`src/logic/bridge_settings.svh`:
```
`ifndef BRIDGE_SETTINGS_SVH
`define BRIDGE_SETTINGS_SVH

// received byte layout, two tag bits above the payload
`define BR_DATA_BITS      6
`define BR_TAG_ADDR       2'b01
`define BR_TAG_DATA       2'b10
`define BR_REGA_BITS      4
`define BR_SUBA_MAX       7

// I2C block register map
`define BR_ADR_CMDR       8'h41
`define BR_ADR_TXDR       8'h44
`define BR_ADR_SR         8'h45
`define BR_ADR_RXDR       8'h47

// command bytes
`define BR_CMD_NOSTRETCH  8'h04
`define BR_CMD_STRETCH    8'h00

// status register bits
`define BR_SR_TIP         7
`define BR_SR_BUSY        6
`define BR_SR_RARC        5
`define BR_SR_SRW         4
`define BR_SR_TRRDY       2
`define BR_SR_TROE        1

`endif

```
`src/logic/bridgePkg.sv`:
```
`include "bridge_settings.svh"

package bridgePkg;

    // --------------------------------------------------
    // bus and host port widths

    typedef logic [7:0] busByte_t;
    typedef logic [7:0] efbAddr_t;

    typedef logic [`BR_DATA_BITS-1:0] payload_t;
    typedef logic [`BR_REGA_BITS-1:0] regAddr_t;

    // counts 0 .. BR_SUBA_MAX
    typedef logic [2:0] subAddr_t;

    // --------------------------------------------------
    // sequencer states

    typedef enum logic [3:0] {
        SeqStart,
        SeqInit1,
        SeqInit2,
        SeqInit3,
        SeqInit4,
        SeqIdle,
        SeqWaitTr,
        SeqIn,
        SeqOut0,
        SeqOut1,
        SeqBusWait
    } seqState_t;

endpackage

```
`src/logic/wbMasterPort.sv`:
```
`timescale 1ns/1ps

module wbMasterPort
    import bridgePkg::*;
(
    input  logic     xclk,
    input  logic     sys_rst,

    // request side
    input  logic     reqStart_i,
    input  efbAddr_t reqAddr_i,
    input  logic     reqWrite_i,
    input  busByte_t reqData_i,
    output logic     reqDone_o,
    output busByte_t rdByte_o,

    // Wishbone master
    output logic     wbCyc_o,
    output logic     wbStb_o,
    output logic     wbWe_o,
    output efbAddr_t wbAdr_o,
    output busByte_t wbDat_o,
    input  busByte_t wbDat_i,
    input  logic     wbAck_i
);

    // one cycle in flight at a time
    logic cycActive;

    // single-beat classic cycle, strobe tracks cycle
    assign wbCyc_o = cycActive;
    assign wbStb_o = cycActive;

    always_ff @(posedge xclk or negedge sys_rst) begin
        if (!sys_rst) begin
            cycActive <= 1'b0;
            wbWe_o    <= 1'b0;
            wbAdr_o   <= '0;
            wbDat_o   <= '0;
            reqDone_o <= 1'b0;
            rdByte_o  <= '0;
        end else begin
            reqDone_o <= 1'b0;

            if (!cycActive) begin
                // latch the request and open the cycle
                if (reqStart_i) begin
                    cycActive <= 1'b1;
                    wbWe_o    <= reqWrite_i;
                    wbAdr_o   <= reqAddr_i;
                    wbDat_o   <= reqWrite_i ? reqData_i : 8'h00;
                end
            end else if (wbAck_i) begin
                // slave accepted, close the cycle
                cycActive <= 1'b0;
                wbWe_o    <= 1'b0;
                reqDone_o <= 1'b1;

                // only reads return data
                if (!wbWe_o) begin
                    rdByte_o <= wbDat_i;
                end
            end
        end
    end

endmodule

```
`src/logic/efbSequencer.sv`:
```
`timescale 1ns/1ps
`include "bridge_settings.svh"

module efbSequencer
    import bridgePkg::*;
(
    input  logic     xclk,
    input  logic     sys_rst,

    input  busByte_t xo_i,

    // to the bus port
    output logic     reqStart_o,
    output efbAddr_t reqAddr_o,
    output logic     reqWrite_o,
    output busByte_t reqData_o,
    input  logic     reqDone_i,
    input  busByte_t rdByte_i,

    // to the host port
    output logic     rxStrobe_o,
    output busByte_t rxByte_o,
    output logic     txDone_o
);

    seqState_t state;
    seqState_t stateNext;
    seqState_t retState;

    // request built this cycle
    logic      issue;
    efbAddr_t  issAddr;
    logic      issWrite;
    busByte_t  issData;
    seqState_t issRet;

    // what the outstanding read targets
    logic pendSr;
    logic pendRx;

    // decoded status flags
    logic txReady;
    logic rxReady;
    logic lastTxNak;
    logic busy;

    // --------------------------------------------------
    // next state and request decode

    always_comb begin
        issue     = 1'b0;
        issAddr   = `BR_ADR_SR;
        issWrite  = 1'b0;
        issData   = 8'h00;
        issRet    = retState;
        stateNext = state;

        case (state)
            SeqStart: begin
                // no clock stretch while the block settles
                issue    = 1'b1;
                issAddr  = `BR_ADR_CMDR;
                issWrite = 1'b1;
                issData  = `BR_CMD_NOSTRETCH;
                issRet   = SeqInit1;
            end
            SeqInit1: begin
                issue  = 1'b1;
                issRet = SeqInit2;
            end
            SeqInit2: begin
                issue = 1'b1;
                if (busy) begin
                    issRet = SeqInit2;
                end else begin
                    // first dummy receive read
                    issAddr = `BR_ADR_RXDR;
                    issRet  = SeqInit3;
                end
            end
            SeqInit3: begin
                issue   = 1'b1;
                issAddr = `BR_ADR_RXDR;
                issRet  = SeqInit4;
            end
            SeqInit4: begin
                issue    = 1'b1;
                issAddr  = `BR_ADR_CMDR;
                issWrite = 1'b1;
                issData  = `BR_CMD_STRETCH;
                issRet   = SeqIdle;
            end
            SeqIdle: begin
                // keep polling until the bus goes busy
                issue  = 1'b1;
                issRet = SeqIdle;
            end
            SeqWaitTr: begin
                if (lastTxNak) begin
                    stateNext = SeqStart;
                end else if (txReady) begin
                    issue    = 1'b1;
                    issAddr  = `BR_ADR_TXDR;
                    issWrite = 1'b1;
                    issData  = xo_i;
                    issRet   = SeqOut0;
                end else if (rxReady) begin
                    issue   = 1'b1;
                    issAddr = `BR_ADR_RXDR;
                    issRet  = SeqIn;
                end else if (!busy) begin
                    stateNext = SeqStart;
                end else begin
                    issue  = 1'b1;
                    issRet = SeqWaitTr;
                end
            end
            SeqIn:      stateNext = SeqIdle;
            SeqOut0:    stateNext = SeqOut1;
            SeqOut1:    stateNext = SeqIdle;
            SeqBusWait: begin
                if (reqDone_i) begin
                    // an idle poll moves on only once the bus reads busy
                    if (retState == SeqIdle && pendSr && rdByte_i[`BR_SR_BUSY]) begin
                        stateNext = SeqWaitTr;
                    end else begin
                        stateNext = retState;
                    end
                end
            end
            default:    stateNext = SeqStart;
        endcase

        if (issue) begin
            stateNext = SeqBusWait;
        end
    end

    // --------------------------------------------------
    // registers

    always_ff @(posedge xclk or negedge sys_rst) begin
        if (!sys_rst) begin
            state      <= SeqStart;
            retState   <= SeqStart;
            reqStart_o <= 1'b0;
            reqAddr_o  <= '0;
            reqWrite_o <= 1'b0;
            reqData_o  <= '0;
            pendSr     <= 1'b0;
            pendRx     <= 1'b0;
            txReady    <= 1'b0;
            rxReady    <= 1'b0;
            lastTxNak  <= 1'b0;
            busy       <= 1'b0;
            rxStrobe_o <= 1'b0;
            rxByte_o   <= '0;
            txDone_o   <= 1'b0;
        end else begin
            state      <= stateNext;
            reqStart_o <= issue;

            if (issue) begin
                retState   <= issRet;
                reqAddr_o  <= issAddr;
                reqWrite_o <= issWrite;
                reqData_o  <= issData;
                pendSr     <= !issWrite && (issAddr == `BR_ADR_SR);
                pendRx     <= !issWrite && (issAddr == `BR_ADR_RXDR);
            end

            // status decode on a finished SR read
            if (reqDone_i && pendSr) begin
                txReady   <= rdByte_i[`BR_SR_BUSY] & rdByte_i[`BR_SR_TRRDY]
                             & rdByte_i[`BR_SR_SRW] & !rdByte_i[`BR_SR_TIP];
                rxReady   <= rdByte_i[`BR_SR_BUSY] & rdByte_i[`BR_SR_TRRDY]
                             & !rdByte_i[`BR_SR_SRW];
                lastTxNak <= rdByte_i[`BR_SR_BUSY] & rdByte_i[`BR_SR_RARC]
                             & rdByte_i[`BR_SR_SRW] & rdByte_i[`BR_SR_TROE];
                busy      <= rdByte_i[`BR_SR_BUSY];
            end

            // init dummy reads never reach the host
            rxStrobe_o <= reqDone_i && pendRx && (retState == SeqIn);
            if (reqDone_i && pendRx && (retState == SeqIn)) begin
                rxByte_o <= rdByte_i;
            end

            txDone_o <= reqDone_i && (retState == SeqOut0);
        end
    end

endmodule

```
`src/logic/hostPort.sv`:
```
`timescale 1ns/1ps
`include "bridge_settings.svh"

module hostPort
    import bridgePkg::*;
(
    input  logic     xclk,
    input  logic     sys_rst,

    // from the sequencer
    input  logic     rxStrobe_i,
    input  busByte_t rxByte_i,
    input  logic     txDone_i,

    // host register port
    output logic     pWr_o,
    output payload_t pD_o,
    output regAddr_t pRwa_o,
    output logic     pRdFinished_o,
    output subAddr_t pRdSubA_o
);

    logic [7:`BR_DATA_BITS] rxTag;
    payload_t               rxPayload;
    logic                   isAddr;
    logic                   isData;

    regAddr_t rwAddr;
    subAddr_t rdSubA;

    // --------------------------------------------------
    // byte classification

    assign rxTag     = rxByte_i[7:`BR_DATA_BITS];
    assign rxPayload = rxByte_i[`BR_DATA_BITS-1:0];

    // other tag codes fall through untouched
    assign isAddr = rxStrobe_i && (rxTag == `BR_TAG_ADDR);
    assign isData = rxStrobe_i && (rxTag == `BR_TAG_DATA);

    // --------------------------------------------------
    // address, sub-address and strobes

    always_ff @(posedge xclk or negedge sys_rst) begin
        if (!sys_rst) begin
            rwAddr        <= '0;
            rdSubA        <= '0;
            pWr_o         <= 1'b0;
            pD_o          <= '0;
            pRdFinished_o <= 1'b0;
            pRwa_o        <= '0;
            pRdSubA_o     <= '0;
        end else begin
            if (isAddr) begin
                rwAddr <= rxPayload[`BR_REGA_BITS-1:0];
            end

            // new address restarts the read burst
            if (isAddr) begin
                rdSubA <= '0;
            end else if (pRdFinished_o) begin
                rdSubA <= (rdSubA == subAddr_t'(`BR_SUBA_MAX)) ? subAddr_t'(0)
                                                               : rdSubA + 3'd1;
            end

            pWr_o <= isData;
            if (isData) begin
                pD_o <= rxPayload;
            end

            pRdFinished_o <= txDone_i;

            // host sees address and sub-address a cycle late
            pRwa_o    <= rwAddr;
            pRdSubA_o <= rdSubA;
        end
    end

endmodule

```
`src/logic/i2cBridgeTop.sv`:
```
`timescale 1ns/1ps

module i2cBridgeTop
    import bridgePkg::*;
(
    input  logic     xclk,
    input  logic     sys_rst,

    // Wishbone master toward the I2C block
    output logic     wbCyc_o,
    output logic     wbStb_o,
    output logic     wbWe_o,
    output efbAddr_t wbAdr_o,
    output busByte_t wbDat_o,
    input  busByte_t wbDat_i,
    input  logic     wbAck_i,

    // outgoing byte from the host
    input  busByte_t xo_i,

    // host register port
    output logic     pWr_o,
    output payload_t pD_o,
    output regAddr_t pRwa_o,
    output logic     pRdFinished_o,
    output subAddr_t pRdSubA_o
);

    // --------------------------------------------------
    // sequencer to bus port

    logic     reqStart;
    efbAddr_t reqAddr;
    logic     reqWrite;
    busByte_t reqData;
    logic     reqDone;
    busByte_t rdByte;

    // sequencer to host port
    logic     rxStrobe;
    busByte_t rxByte;
    logic     txDone;

    wbMasterPort busPort (
        .xclk       (xclk),
        .sys_rst    (sys_rst),
        .reqStart_i (reqStart),
        .reqAddr_i  (reqAddr),
        .reqWrite_i (reqWrite),
        .reqData_i  (reqData),
        .reqDone_o  (reqDone),
        .rdByte_o   (rdByte),
        .wbCyc_o    (wbCyc_o),
        .wbStb_o    (wbStb_o),
        .wbWe_o     (wbWe_o),
        .wbAdr_o    (wbAdr_o),
        .wbDat_o    (wbDat_o),
        .wbDat_i    (wbDat_i),
        .wbAck_i    (wbAck_i)
    );

    efbSequencer sequencer (
        .xclk       (xclk),
        .sys_rst    (sys_rst),
        .xo_i       (xo_i),
        .reqStart_o (reqStart),
        .reqAddr_o  (reqAddr),
        .reqWrite_o (reqWrite),
        .reqData_o  (reqData),
        .reqDone_i  (reqDone),
        .rdByte_i   (rdByte),
        .rxStrobe_o (rxStrobe),
        .rxByte_o   (rxByte),
        .txDone_o   (txDone)
    );

    hostPort hostRegs (
        .xclk          (xclk),
        .sys_rst       (sys_rst),
        .rxStrobe_i    (rxStrobe),
        .rxByte_i      (rxByte),
        .txDone_i      (txDone),
        .pWr_o         (pWr_o),
        .pD_o          (pD_o),
        .pRwa_o        (pRwa_o),
        .pRdFinished_o (pRdFinished_o),
        .pRdSubA_o     (pRdSubA_o)
    );

endmodule

```
`config.mk`:
```
export PLATFORM = sky130hd
export DESIGN_NAME = i2cBridgeTop
export DESIGN_NICKNAME = d
export VERILOG_FILES = /design/src/logic/bridgePkg.sv /design/src/logic/wbMasterPort.sv /design/src/logic/efbSequencer.sv /design/src/logic/hostPort.sv /design/src/logic/i2cBridgeTop.sv
export VERILOG_INCLUDE_DIRS = /design/src /design/src/logic
export SDC_FILE = /design/constraint.sdc
export NUM_CORES = 1
export LEC_CHECK = 0
export BUFFER_PORTS_ARGS = -buffer_cell sky130_fd_sc_hd__buf_4
export CAP_MARGIN = 20
export CORE_ASPECT_RATIO = 0.6
export CORE_MARGIN = 2
export CORE_UTILIZATION = 50
export DETAILED_ROUTE_END_ITERATION = 6
export PLACE_DENSITY = 0.78
export SLEW_MARGIN = 10
export SYNTH_ARGS = -nofsm -noshare
export SYNTH_HDL_FRONTEND = slang
export SYNTH_SLANG_ARGS = --single-unit
```
`constraint.sdc`:
```
create_clock -name xclk -period 1.56 [get_ports xclk]
set_clock_uncertainty 0.2 [all_clocks]
set_input_delay 0.156 -clock xclk [delete_from_list [all_inputs] [get_ports xclk]]
set_output_delay 0.156 -clock xclk [all_outputs]
set_load 0.005 [all_outputs]
```
* After elaboration in Yosys (flattened, before gate mapping) *
Cells that the tools add are included.

word-level totals
  bits of input ports = 19
  bits in registers = 91
  logic and storage cells = 132
  output and inout port bits = 34

cells by class
  $add $sub $neg = 1
  muxes and demuxes = 42
  reductions and logical operators = 26
  bitwise gates (word level) = 9
  eq/ne operators = 26

operator list
  cell                                                    count
  2-to-1 mux 4 bit                                        11
  2-to-1 mux 8 bit                                        5
  one-hot mux 8 bit (4 select lines)                      1
  equality test 4 x 3 -> 1 bit (second input constant)    6
  one-hot mux 4 bit (6 select lines)                      1
  one-hot mux 4 bit (5 select lines)                      1
  equality test 4 bit (second input constant)             4
  equality test 8 x 7 -> 1 bit (second input constant)    2
  one-hot mux 8 bit (2 select lines)                      1
  2-to-1 mux 1 bit                                        15
  logical AND 1 bit                                       10
  2-to-1 mux 3 bit                                        3
  equality test 4 x 2 -> 1 bit (second input constant)    2
  inequality test 4 x 3 -> 1 bit (second input constant)  2
  bitwise AND 1 bit                                       7
  nonzero test 6 bit                                      1
  OR reduction 2 bit                                      3
  OR reduction 6 bit                                      1
  AND reduction 5 bit                                     1
  equality test 4 x 1 -> 1 bit (second input constant)    1
  zero test 4 bit                                         1
  2-to-1 mux 2 bit                                        2
  inequality test 2 bit (second input constant)           2
  inequality test 4 x 1 -> 1 bit (second input constant)  1
  14 further kinds                                        20

* Logic depth before layout (Yosys ltp) *
Gate-level depths: netlist (run 1).

  depth after elaboration = 7
  depth in mapped cells = 6
  mapped depth without buffers = 5

* Hierarchy *
Synthesis (run 1) repeated with hierarchy kept, for this count alone.

unflattened totals
  cells, all modules = 265
  area total of the unflattened synthesis = 3515.9 um^2

by module, submodules not included
  module        times used  seq. area each (um^2)  area each (um^2)  cells an instance
  efbSequencer  1           950.9                  1655.3            142
  wbMasterPort  1           675.6                  1083.5            78
  hostPort      1           550.5                  777.0             45

* Least setup slack after synthesis (run 1) *
OpenSTA, ideal clock, no wires.

  kind = register to register
  start point = reg sequencer.txReady
  end point = reg sequencer.retState[0]
  data required time = 1.235 ns
  period minus slack after synthesis = 1.629 ns
  slack = -0.069 ns
  path buffers = 0
  setup time = 0.125 ns
  stages on the path, launching flop included = 5
  data arrival time = 1.303 ns
  cell sequence = dfrtp_1 -> or3_4 -> a21oi_4 -> inv_2 -> mux2_4

on the way
  cells in the longest elaborated chain, start to end = 4
  elaborated cells on any way between the ends = 8
  those cells by class = eq/ne: 1; mux: 6; reduce/logical: 1

RTL lines
  item                                  RTL line             RTL
  start: declaration                    efbSequencer.sv:42   logic txReady;
  start signal: assignment              efbSequencer.sv:174  txReady <= rdByte_i[`BR_SR_BUSY] & rdByte_i[`BR_SR_TRRDY]
  2-to-1 mux 1 bit                      efbSequencer.sv:101  end else if (txReady) begin
  2-to-1 mux 1 bit                      efbSequencer.sv:99   if (lastTxNak) begin
  one-hot mux 1 bit (2 select lines)    efbSequencer.sv:58   case (state)
  named net sequencer.issue             efbSequencer.sv:31   logic issue;
  AND reduction 4 bit (no source line)  --
  end signal: assignment                efbSequencer.sv:145  retState <= SeqStart;
  end signal: assignment                efbSequencer.sv:164  retState <= issRet;
  end: declaration                      efbSequencer.sv:28   seqState_t retState;

The timed path passes the listed nets, and every way through them passes these cells. The select of a mux whose other input is x is not followed.
A chain may end at the register's enable or synchronous reset.

* Final worst setup path (run 1) *
  start point = reg sequencer.rxReady
  end point = reg sequencer.retState[0]

on the way
  cells in the longest elaborated chain, start to end = 5
  elaborated cells on any way between the ends = 10
  those cells by class = eq/ne: 1; mux: 8; reduce/logical: 1

RTL lines
  item                                  RTL line             RTL
  start: declaration                    efbSequencer.sv:43   logic rxReady;
  start signal: assignment              efbSequencer.sv:176  rxReady <= rdByte_i[`BR_SR_BUSY] & rdByte_i[`BR_SR_TRRDY]
  2-to-1 mux 1 bit                      efbSequencer.sv:107  end else if (rxReady) begin
  2-to-1 mux 1 bit                      efbSequencer.sv:101
  2-to-1 mux 1 bit                      efbSequencer.sv:99
  one-hot mux 1 bit (2 select lines)    efbSequencer.sv:58
  named net sequencer.issue             efbSequencer.sv:31
  AND reduction 4 bit (no source line)  --

The timed path passes the listed nets, and every way through them passes these cells. The select of a mux whose other input is x is not followed.

==> out/metrics.cfg, run 1 <==
[detailed_routing]
ant_nets=0
drc_errors=0
viasPerCell=5.11
drt-total-wl_um=7120
vias=2380
drt_iter0_drc=99
routedWlPerCell_um=15.3
firstDrtPassIters=4

[setup_path]
cp_cell_sequence=or3_4 > a21oi_4 > inv_2 > mux2_4
max_stage_delay_ns=0.40
slowest_stage=dfrtp_1
crit_family=flip-flops
arrival_ns=1.69
startpoint_type=register
path_buf_inv=1
crit_required_ns=1.61
crit_type=register to register
end_kind=register
worstPathMaxFanout=3

[clock_network]
cts-root-buf=clkbuf_8
clk_latency_ns=0.36
numCtsBuffers=9
cts_max_level=3
clk_pin_slew_ns=0.09
cts_tree=built
clock_sinks=83
cts_buffer_depth=2

[global_route]
grt_max_degree=33
grt_pass1_vias=2260
antenna_found_initial=0
grt_pass1_wl_um=11700
grt.total_usage=0.219
grt_overflow=0

[logic_synthesis]
synth_top_family_by_area=simple AND/OR/NAND/NOR gates
synth.distinct_cells=43
synthAdderAreaFrac=0.00758
synthCells=282
synthMuxAreaShare=0.0815
synth_edf_count=0
synth_ff_type=dfrtp_1
seq_area_frac_synth=0.629
avgSynthCellArea_um2=11.7
yosys_warnings=0
synthesis.area_mm2=0.00330
synth-simple-area-share=0.144
synth_compound_area_frac=0.0989
ys_seq_elements=83
synthArstFlopShare=1.00
synth-xor-area-share=0

[min_path]
min-delay-path-class=input port to async pin

[power_and_ir_drop]
p_leak_nw=2.19
p_per_area_mw_per_mm2=1540
vdd_ir_drop_max_mv=1.08
total_power_mw=6.79

[floorplanning]
core_mm2=0.00625
dieArea_mm2=0.00729
io_pins=53
start_util=0.528
fp.dieW_um=109
row_count=22
dieHeight_um=66.9

[cells_and_area]
layout-drive-gt1-share=0.340
post-route-util=0.705
final_area_mm2=0.00441
antenna_cells=0
nets=398
area_growth_pct=33.5

[place]
pre_cts_ws_ns=-0.112
port_buffers=48
gp_congestion=0.851
hpwl_um=4800
place_area_mm2=0.00391

[timing]
timing.hold.ws_ns=0.0899
rsz0062_at_grt=true
clock.fmax_mhz=608
min_period_ns=1.65
period_share=1.05
worst_slack_ns=-0.0858
hold_viol=0
setup_violations=22
final_max_slew_viol_count=0

[outcome]
status=finished with violations
violations=setup timing

[run]
drv_cap=0

## worst paths after layout
check,cells past startpoint,end,startpoint,slack (ns)
worst max register to register,4,sequencer.retState[0]$_DFFE_PN0P_,sequencer.rxReady$_DFFE_PN0P_,-0.09
min in group xclk,0,hostRegs.pRdFinished_o$_DFF_PN0_,sequencer.txDone_o$_DFF_PN0_,0.17
max in group asynchronous,3,busPort.rdByte_o[6]$_DFFE_PN0P_,sys_rst,0.58
worst min-delay path,2,busPort.wbCyc_o$_DFF_PN0_,sys_rst,0.09
worst max-delay path,4,sequencer.retState[0]$_DFFE_PN0P_,sequencer.rxReady$_DFFE_PN0P_,-0.09
worst min register to register,0,hostRegs.pRdFinished_o$_DFF_PN0_,sequencer.txDone_o$_DFF_PN0_,0.17
## logic make-up after synthesis
family / count (synthesis)
simple gates: 101
flops: 83
compound gates: 48
mux: 24
buf+inv: 23
fa+ha+maj: 2
other cells: 1
## repair_timing
| action | in CTS | in global routing |
|---|---|---|
| endpoints found under the hold margin | 102 | 0 |
| hold buffers | 18 | 0 |
| endpoints found under the setup margin | 29 | 32 |
| setup buffers | 2 | 1 |
| cloned | 0 | 2 |
| gates resized for setup | 2 | 19 |
| pin swaps | 3 | 4 |
## state kept, by name (all words and copies together), names as in the netlist, 3 cells and up
signal / count
hostRegs.pRdSubA_o: 3
sequencer.rxByte_o: 8
sequencer.reqData_o: 8
busPort.rdByte_o: 8
hostRegs.rdSubA: 3
sequencer.state: 4
sequencer.retState: 4
hostRegs.rwAddr: 4
hostRegs.pRwa_o: 4
hostRegs.pD_o: 6
sequencer.reqAddr_o: 4
busPort.wbDat_o: 8
busPort.wbAdr_o: 4
## report_power, final
group	switching, mW	internal [mW]
sequential	0.433	2.60
combinational	1.09	1.23
clock	0.846	0.603
## layout make-up
class                   instances  area (um^2)
clock buffers                   9          124
clock inverters                 7         58.8
fillers                       466         1840
inverters                       7         26.3
multi-input cells             180         1190
flip-flops and latches         83         2080
well taps                      84          105
repair buffers                 96          825
## metal layers
| layer | track usage | wire length [um] |
|---|---|---|
| met3 | 0.0626 | 420 |
| met2 | 0.304 | 3120 |
| met4 | 0.0625 | 80 |
| met1 | 0.330 | 3500 |
| met5 | 0 | 0 |
## cells in the final DEF, fill, tap and decap left out, types with 3 or more instances in the layout
master and n:
o21ai_0 18, conb_1 4, inv_1 6, dfrtp_2 3, mux2_2 11, a22oi_1 3, nor2_1 10, nand2b_1 5
dlygate4sd3_1 18, clkbuf_8 9, buf_12 3, a21o_1 3, mux2i_1 4, nor2b_1 4, inv_6 4, buf_4 73
a21oi_1 5, nand2_1 61, a22o_1 7, dfrtp_1 80, mux2_4 9
## cells in the mapped netlist, drive strengths merged (2+ instances only)
cell type | number | area share
dfrtp | 83 | 0.63
nand2 | 61 | 0.069
mux2 | 20 | 0.069
o21ai | 19 | 0.029
buf | 11 | 0.024
nor2 | 11 | 0.013
a21oi | 7 | 0.014
a22o | 7 | 0.019
inv | 7 | 0.0080
nand2b | 6 | 0.011
clkbuf | 5 | 0.0057
mux2i | 4 | 0.012
nor2b | 4 | 0.0076
nor3 | 4 | 0.0091
a21o | 3 | 0.0068
a22oi | 3 | 0.0068
ha | 2 | 0.0076
nand3 | 2 | 0.0030
nand3b | 2 | 0.0045
nand4 | 2 | 0.0038
o22ai | 2 | 0.0038
o31ai | 2 | 0.0045
or2 | 2 | 0.0038
## per-stage QoR
step                TNS, ns  cells
floorplan           -0.0549    285
global placement     -0.321    427
detailed placement    -1.01    427
CTS                  -0.560    463
global route          -2.48    466
finish               -0.671    466
Note: power is estimated with default switching activity, not from simulation.
==> run 2, diff against run 1 <==
--- a/config.mk
+++ b/config.mk
@@ -6,6 +6,7 @@
 export SDC_FILE = /design/constraint.sdc
 export NUM_CORES = 1
 export LEC_CHECK = 0
+export ABC_AREA = 1
 export BUFFER_PORTS_ARGS = -buffer_cell sky130_fd_sc_hd__buf_4
 export CAP_MARGIN = 20
 export CORE_ASPECT_RATIO = 0.6
==> out/metrics.cfg, run 2 <==
[logic_synthesis]
synth.distinct_cells=29  ; -33%
synth_top_cell_area_share=0.632  ; +0.00287
synth_edf_count=0  ; unchanged
synthCells=336  ; +19%
synth_ff_type=dfrtp_1
yosys_warnings=0  ; unchanged
synth_top_cell_by_area=dfrtp_1
synthesis.area_mm2=0.00329  ; -0.45%
synthArstFlopShare=1.00  ; unchanged
ys_seq_elements=83  ; unchanged
synth_commonest_cells=dfrtp_1, nand2_1, o21ai_0
seq_area_frac_synth=0.632  ; +0.00287
synth.area.top_cells=dfrtp_1, nand2_1, o21ai_0
avgSynthCellArea_um2=9.78  ; -16%
yosysMostFrequentCell=dfrtp_1

[clock_network]
clock_sinks=83  ; unchanged
cts_buffer_depth=2  ; unchanged
cts-root-buf=clkbuf_8
cts_tree=built
numCtsBuffers=9  ; unchanged
cts_max_level=3  ; unchanged
clk_latency_ns=0.36  ; about the same
clk_pin_slew_ns=0.08  ; about the same

[setup_path]
end_kind=register
r2r_cells=7  ; +3
arrival_ns=1.55  ; -0.14 ns
worstPathMaxFanout=9  ; +6
startpoint_type=input port
crit_required_ns=1.60  ; about the same
reg2reg_to=sequencer.retState[0]$_DFFE_PN0P_
r2r-start=sequencer.state[3]$_DFFE_PN0P_
r2r_setup_slack_ns=0.05  ; +0.14 ns
crit_type=input port to register

[place]
place_inst=473  ; +11%
gp_congestion=0.877  ; +3.1%
hpwl_um=4610  ; -3.8%
port_buffers=48  ; unchanged

[global_route]
grt_max_degree=34  ; +3.0%
grt_pass1_wl_um=11000  ; -5.9%
antenna_found_initial=0  ; unchanged
grt.total_usage=0.207  ; -0.0119
grt_overflow=0  ; unchanged
grt_pass1_vias=2307  ; +2.1%

[min_path]
min-delay-path-class=input port to async pin

[floorplanning]
dieHeight_um=66.8  ; -0.21%
fp.dieW_um=109  ; -0.22%
core_mm2=0.00622  ; -0.44%
start_util=0.528  ; about the same
io_pins=53  ; unchanged
dieArea_mm2=0.00726  ; -0.43%
row_count=22  ; unchanged

[detailed_routing]
ant_nets=0  ; unchanged
firstDrtPassIters=4  ; unchanged
vias=2516  ; +5.7%
routedWlPerCell_um=13.0  ; -15%
drt_iter0_drc=136  ; +37%
viasPerCell=4.93  ; -3.4%
drt-total-wl_um=6650  ; -6.6%
drc_errors=0  ; unchanged

[timing]
period_share=0.968  ; -0.0873
clock.fmax_mhz=662  ; +9.0%
rsz0062_at_grt=true
final_max_slew_viol_count=0  ; unchanged
setup_violations=0  ; -100%
min_period_ns=1.51  ; -0.136 ns
hold_viol=0  ; unchanged

[cells_and_area]
post-route-util=0.681  ; -0.0242
antenna_cells=0  ; unchanged
layout-drive-gt1-share=0.246  ; -0.0938
final_common_cell=dfrtp_1
area_growth_pct=28.9
nets=442  ; +11%
final_cells=510  ; +9.4%
final_cell_mix=dfrtp_1, nand2_1, buf_4, o21ai_0, inv_1

[power_and_ir_drop]
p_per_area_mw_per_mm2=1510  ; -2.2%
p_leak_nw=2.14  ; -2.5%
vdd_ir_drop_max_mv=0.800  ; -26%

[run]
drv_cap=0  ; unchanged

[outcome]
status=completed

## run 2: cell count changes after synthesis, sizes merged, moves of 4 or more
cell | before | now
nor2b | 4 | 0
nand3 | 2 | 16
nand2 | 61 | 81
nor2 | 11 | 21
mux2i | 4 | 0
o21ai | 19 | 46
a22o | 7 | 0
mux2 | 20 | 7
inv | 7 | 46
nand2b | 6 | 0
## run 2: logic make-up (layout without fill, tap and decap cells)
| family | after synthesis | count (layout) | share of synthesized area |
|---|---|---|---|
| flip-flops | 83 | 83 | 0.632 |
| other | 1 | 4 | 0.00114 |
| multiplexers | 7 | 7 | 0.0240 |
| buffers and inverters | 58 | 145 | 0.0757 |
| AO/OA/AOI/OAI | 61 | 61 | 0.102 |
| AND/OR/NAND/NOR | 124 | 124 | 0.158 |
| adder cells (fa/ha/maj) | 2 | 2 | 0.00761 |
## run 2: worst max path at each step
| stage | to | startpoint | depth (start not counted) |
|---|---|---|---|
| detailed placement | sequencer.retState[1]$_DFFE_PN0P_ | sequencer.state[1]$_DFFE_PN0P_ | 7 |
| floorplan | sequencer.reqWrite_o$_DFFE_PN0P_ | sequencer.state[1]$_DFFE_PN0P_ | 8 |
| global placement | sequencer.retState[1]$_DFFE_PN0P_ | sequencer.state[1]$_DFFE_PN0P_ | 7 |
| CTS | sequencer.retState[1]$_DFFE_PN0P_ | sequencer.state[2]$_DFFE_PN0P_ | 7 |
| finish | busPort.rdByte_o[0]$_DFFE_PN0P_ | wbAck_i | 6 |
| global route | sequencer.reqAddr_o[2]$_DFFE_PN0P_ | sequencer.state[3]$_DFFE_PN0P_ | 8 |
## run 2: timing repair
item / 4_1_cts / 5_1_grt
endpoints found under the setup margin: 10 / 27
resized for setup: 4 / 11
endpoints found under the hold margin: 102 / 0
hold buffers: 18 / 0
pin swaps: 1 / 2
buffers inserted: 0 / 3
## run 2: cell type report
type / count / area [um^2]
inverters: 47 / 181
fillers: 477 / 1980
multi-input cells: 198 / 993
flip-flops and latches: 83 / 2080
clock inverters: 6 / 47.5
repair buffers: 82 / 693
clock buffers: 10 / 138
well taps: 84 / 105
## run 2: power by group
group / leakage, nW / switching [mW] / internal, mW
clock network: 0.0933 / 0.778 / 0.634
logic: 0.953 / 1.18 / 0.846
registers: 1.09 / 0.340 / 2.61
## run 2: layer usage
metal	global-route usage	share of wire
met5	0	0
met4	0.0913	0.014
met3	0.0616	0.059
met2	0.300	0.44
met1	0.289	0.48
## run 2: through the flow
stage / cell area [um^2] / setup TNS [ns] / setup slack, ns / power (mW) / hold WS, ns
6_report: 4240 / 0 / 0.0505 / 6.39 / 0.0285
5_1_grt: 4240 / -0.379 / -0.0557 / 6.85 / 0.0503
4_1_cts: 4190 / 0 / 0.0227 / 6.30 / 0.0181
3_5_place_dp: 3810 / -0.0175 / -0.0175 / 4.81 / -0.130
3_3_place_gp: 3810 / 0 / 0.0238 / 4.74 / -0.132
2_1_floorplan: 3300 / 0 / 0.0913 / 4.14 / -0.340
## run 2: critical path, cell delays in order
cell and delay (ns):
dlygate4sd3_1 0.54, buf_4 0.14, nand2_1 0.05, inv_1 0.07
nand2_2 0.22, mux2_2 0.37
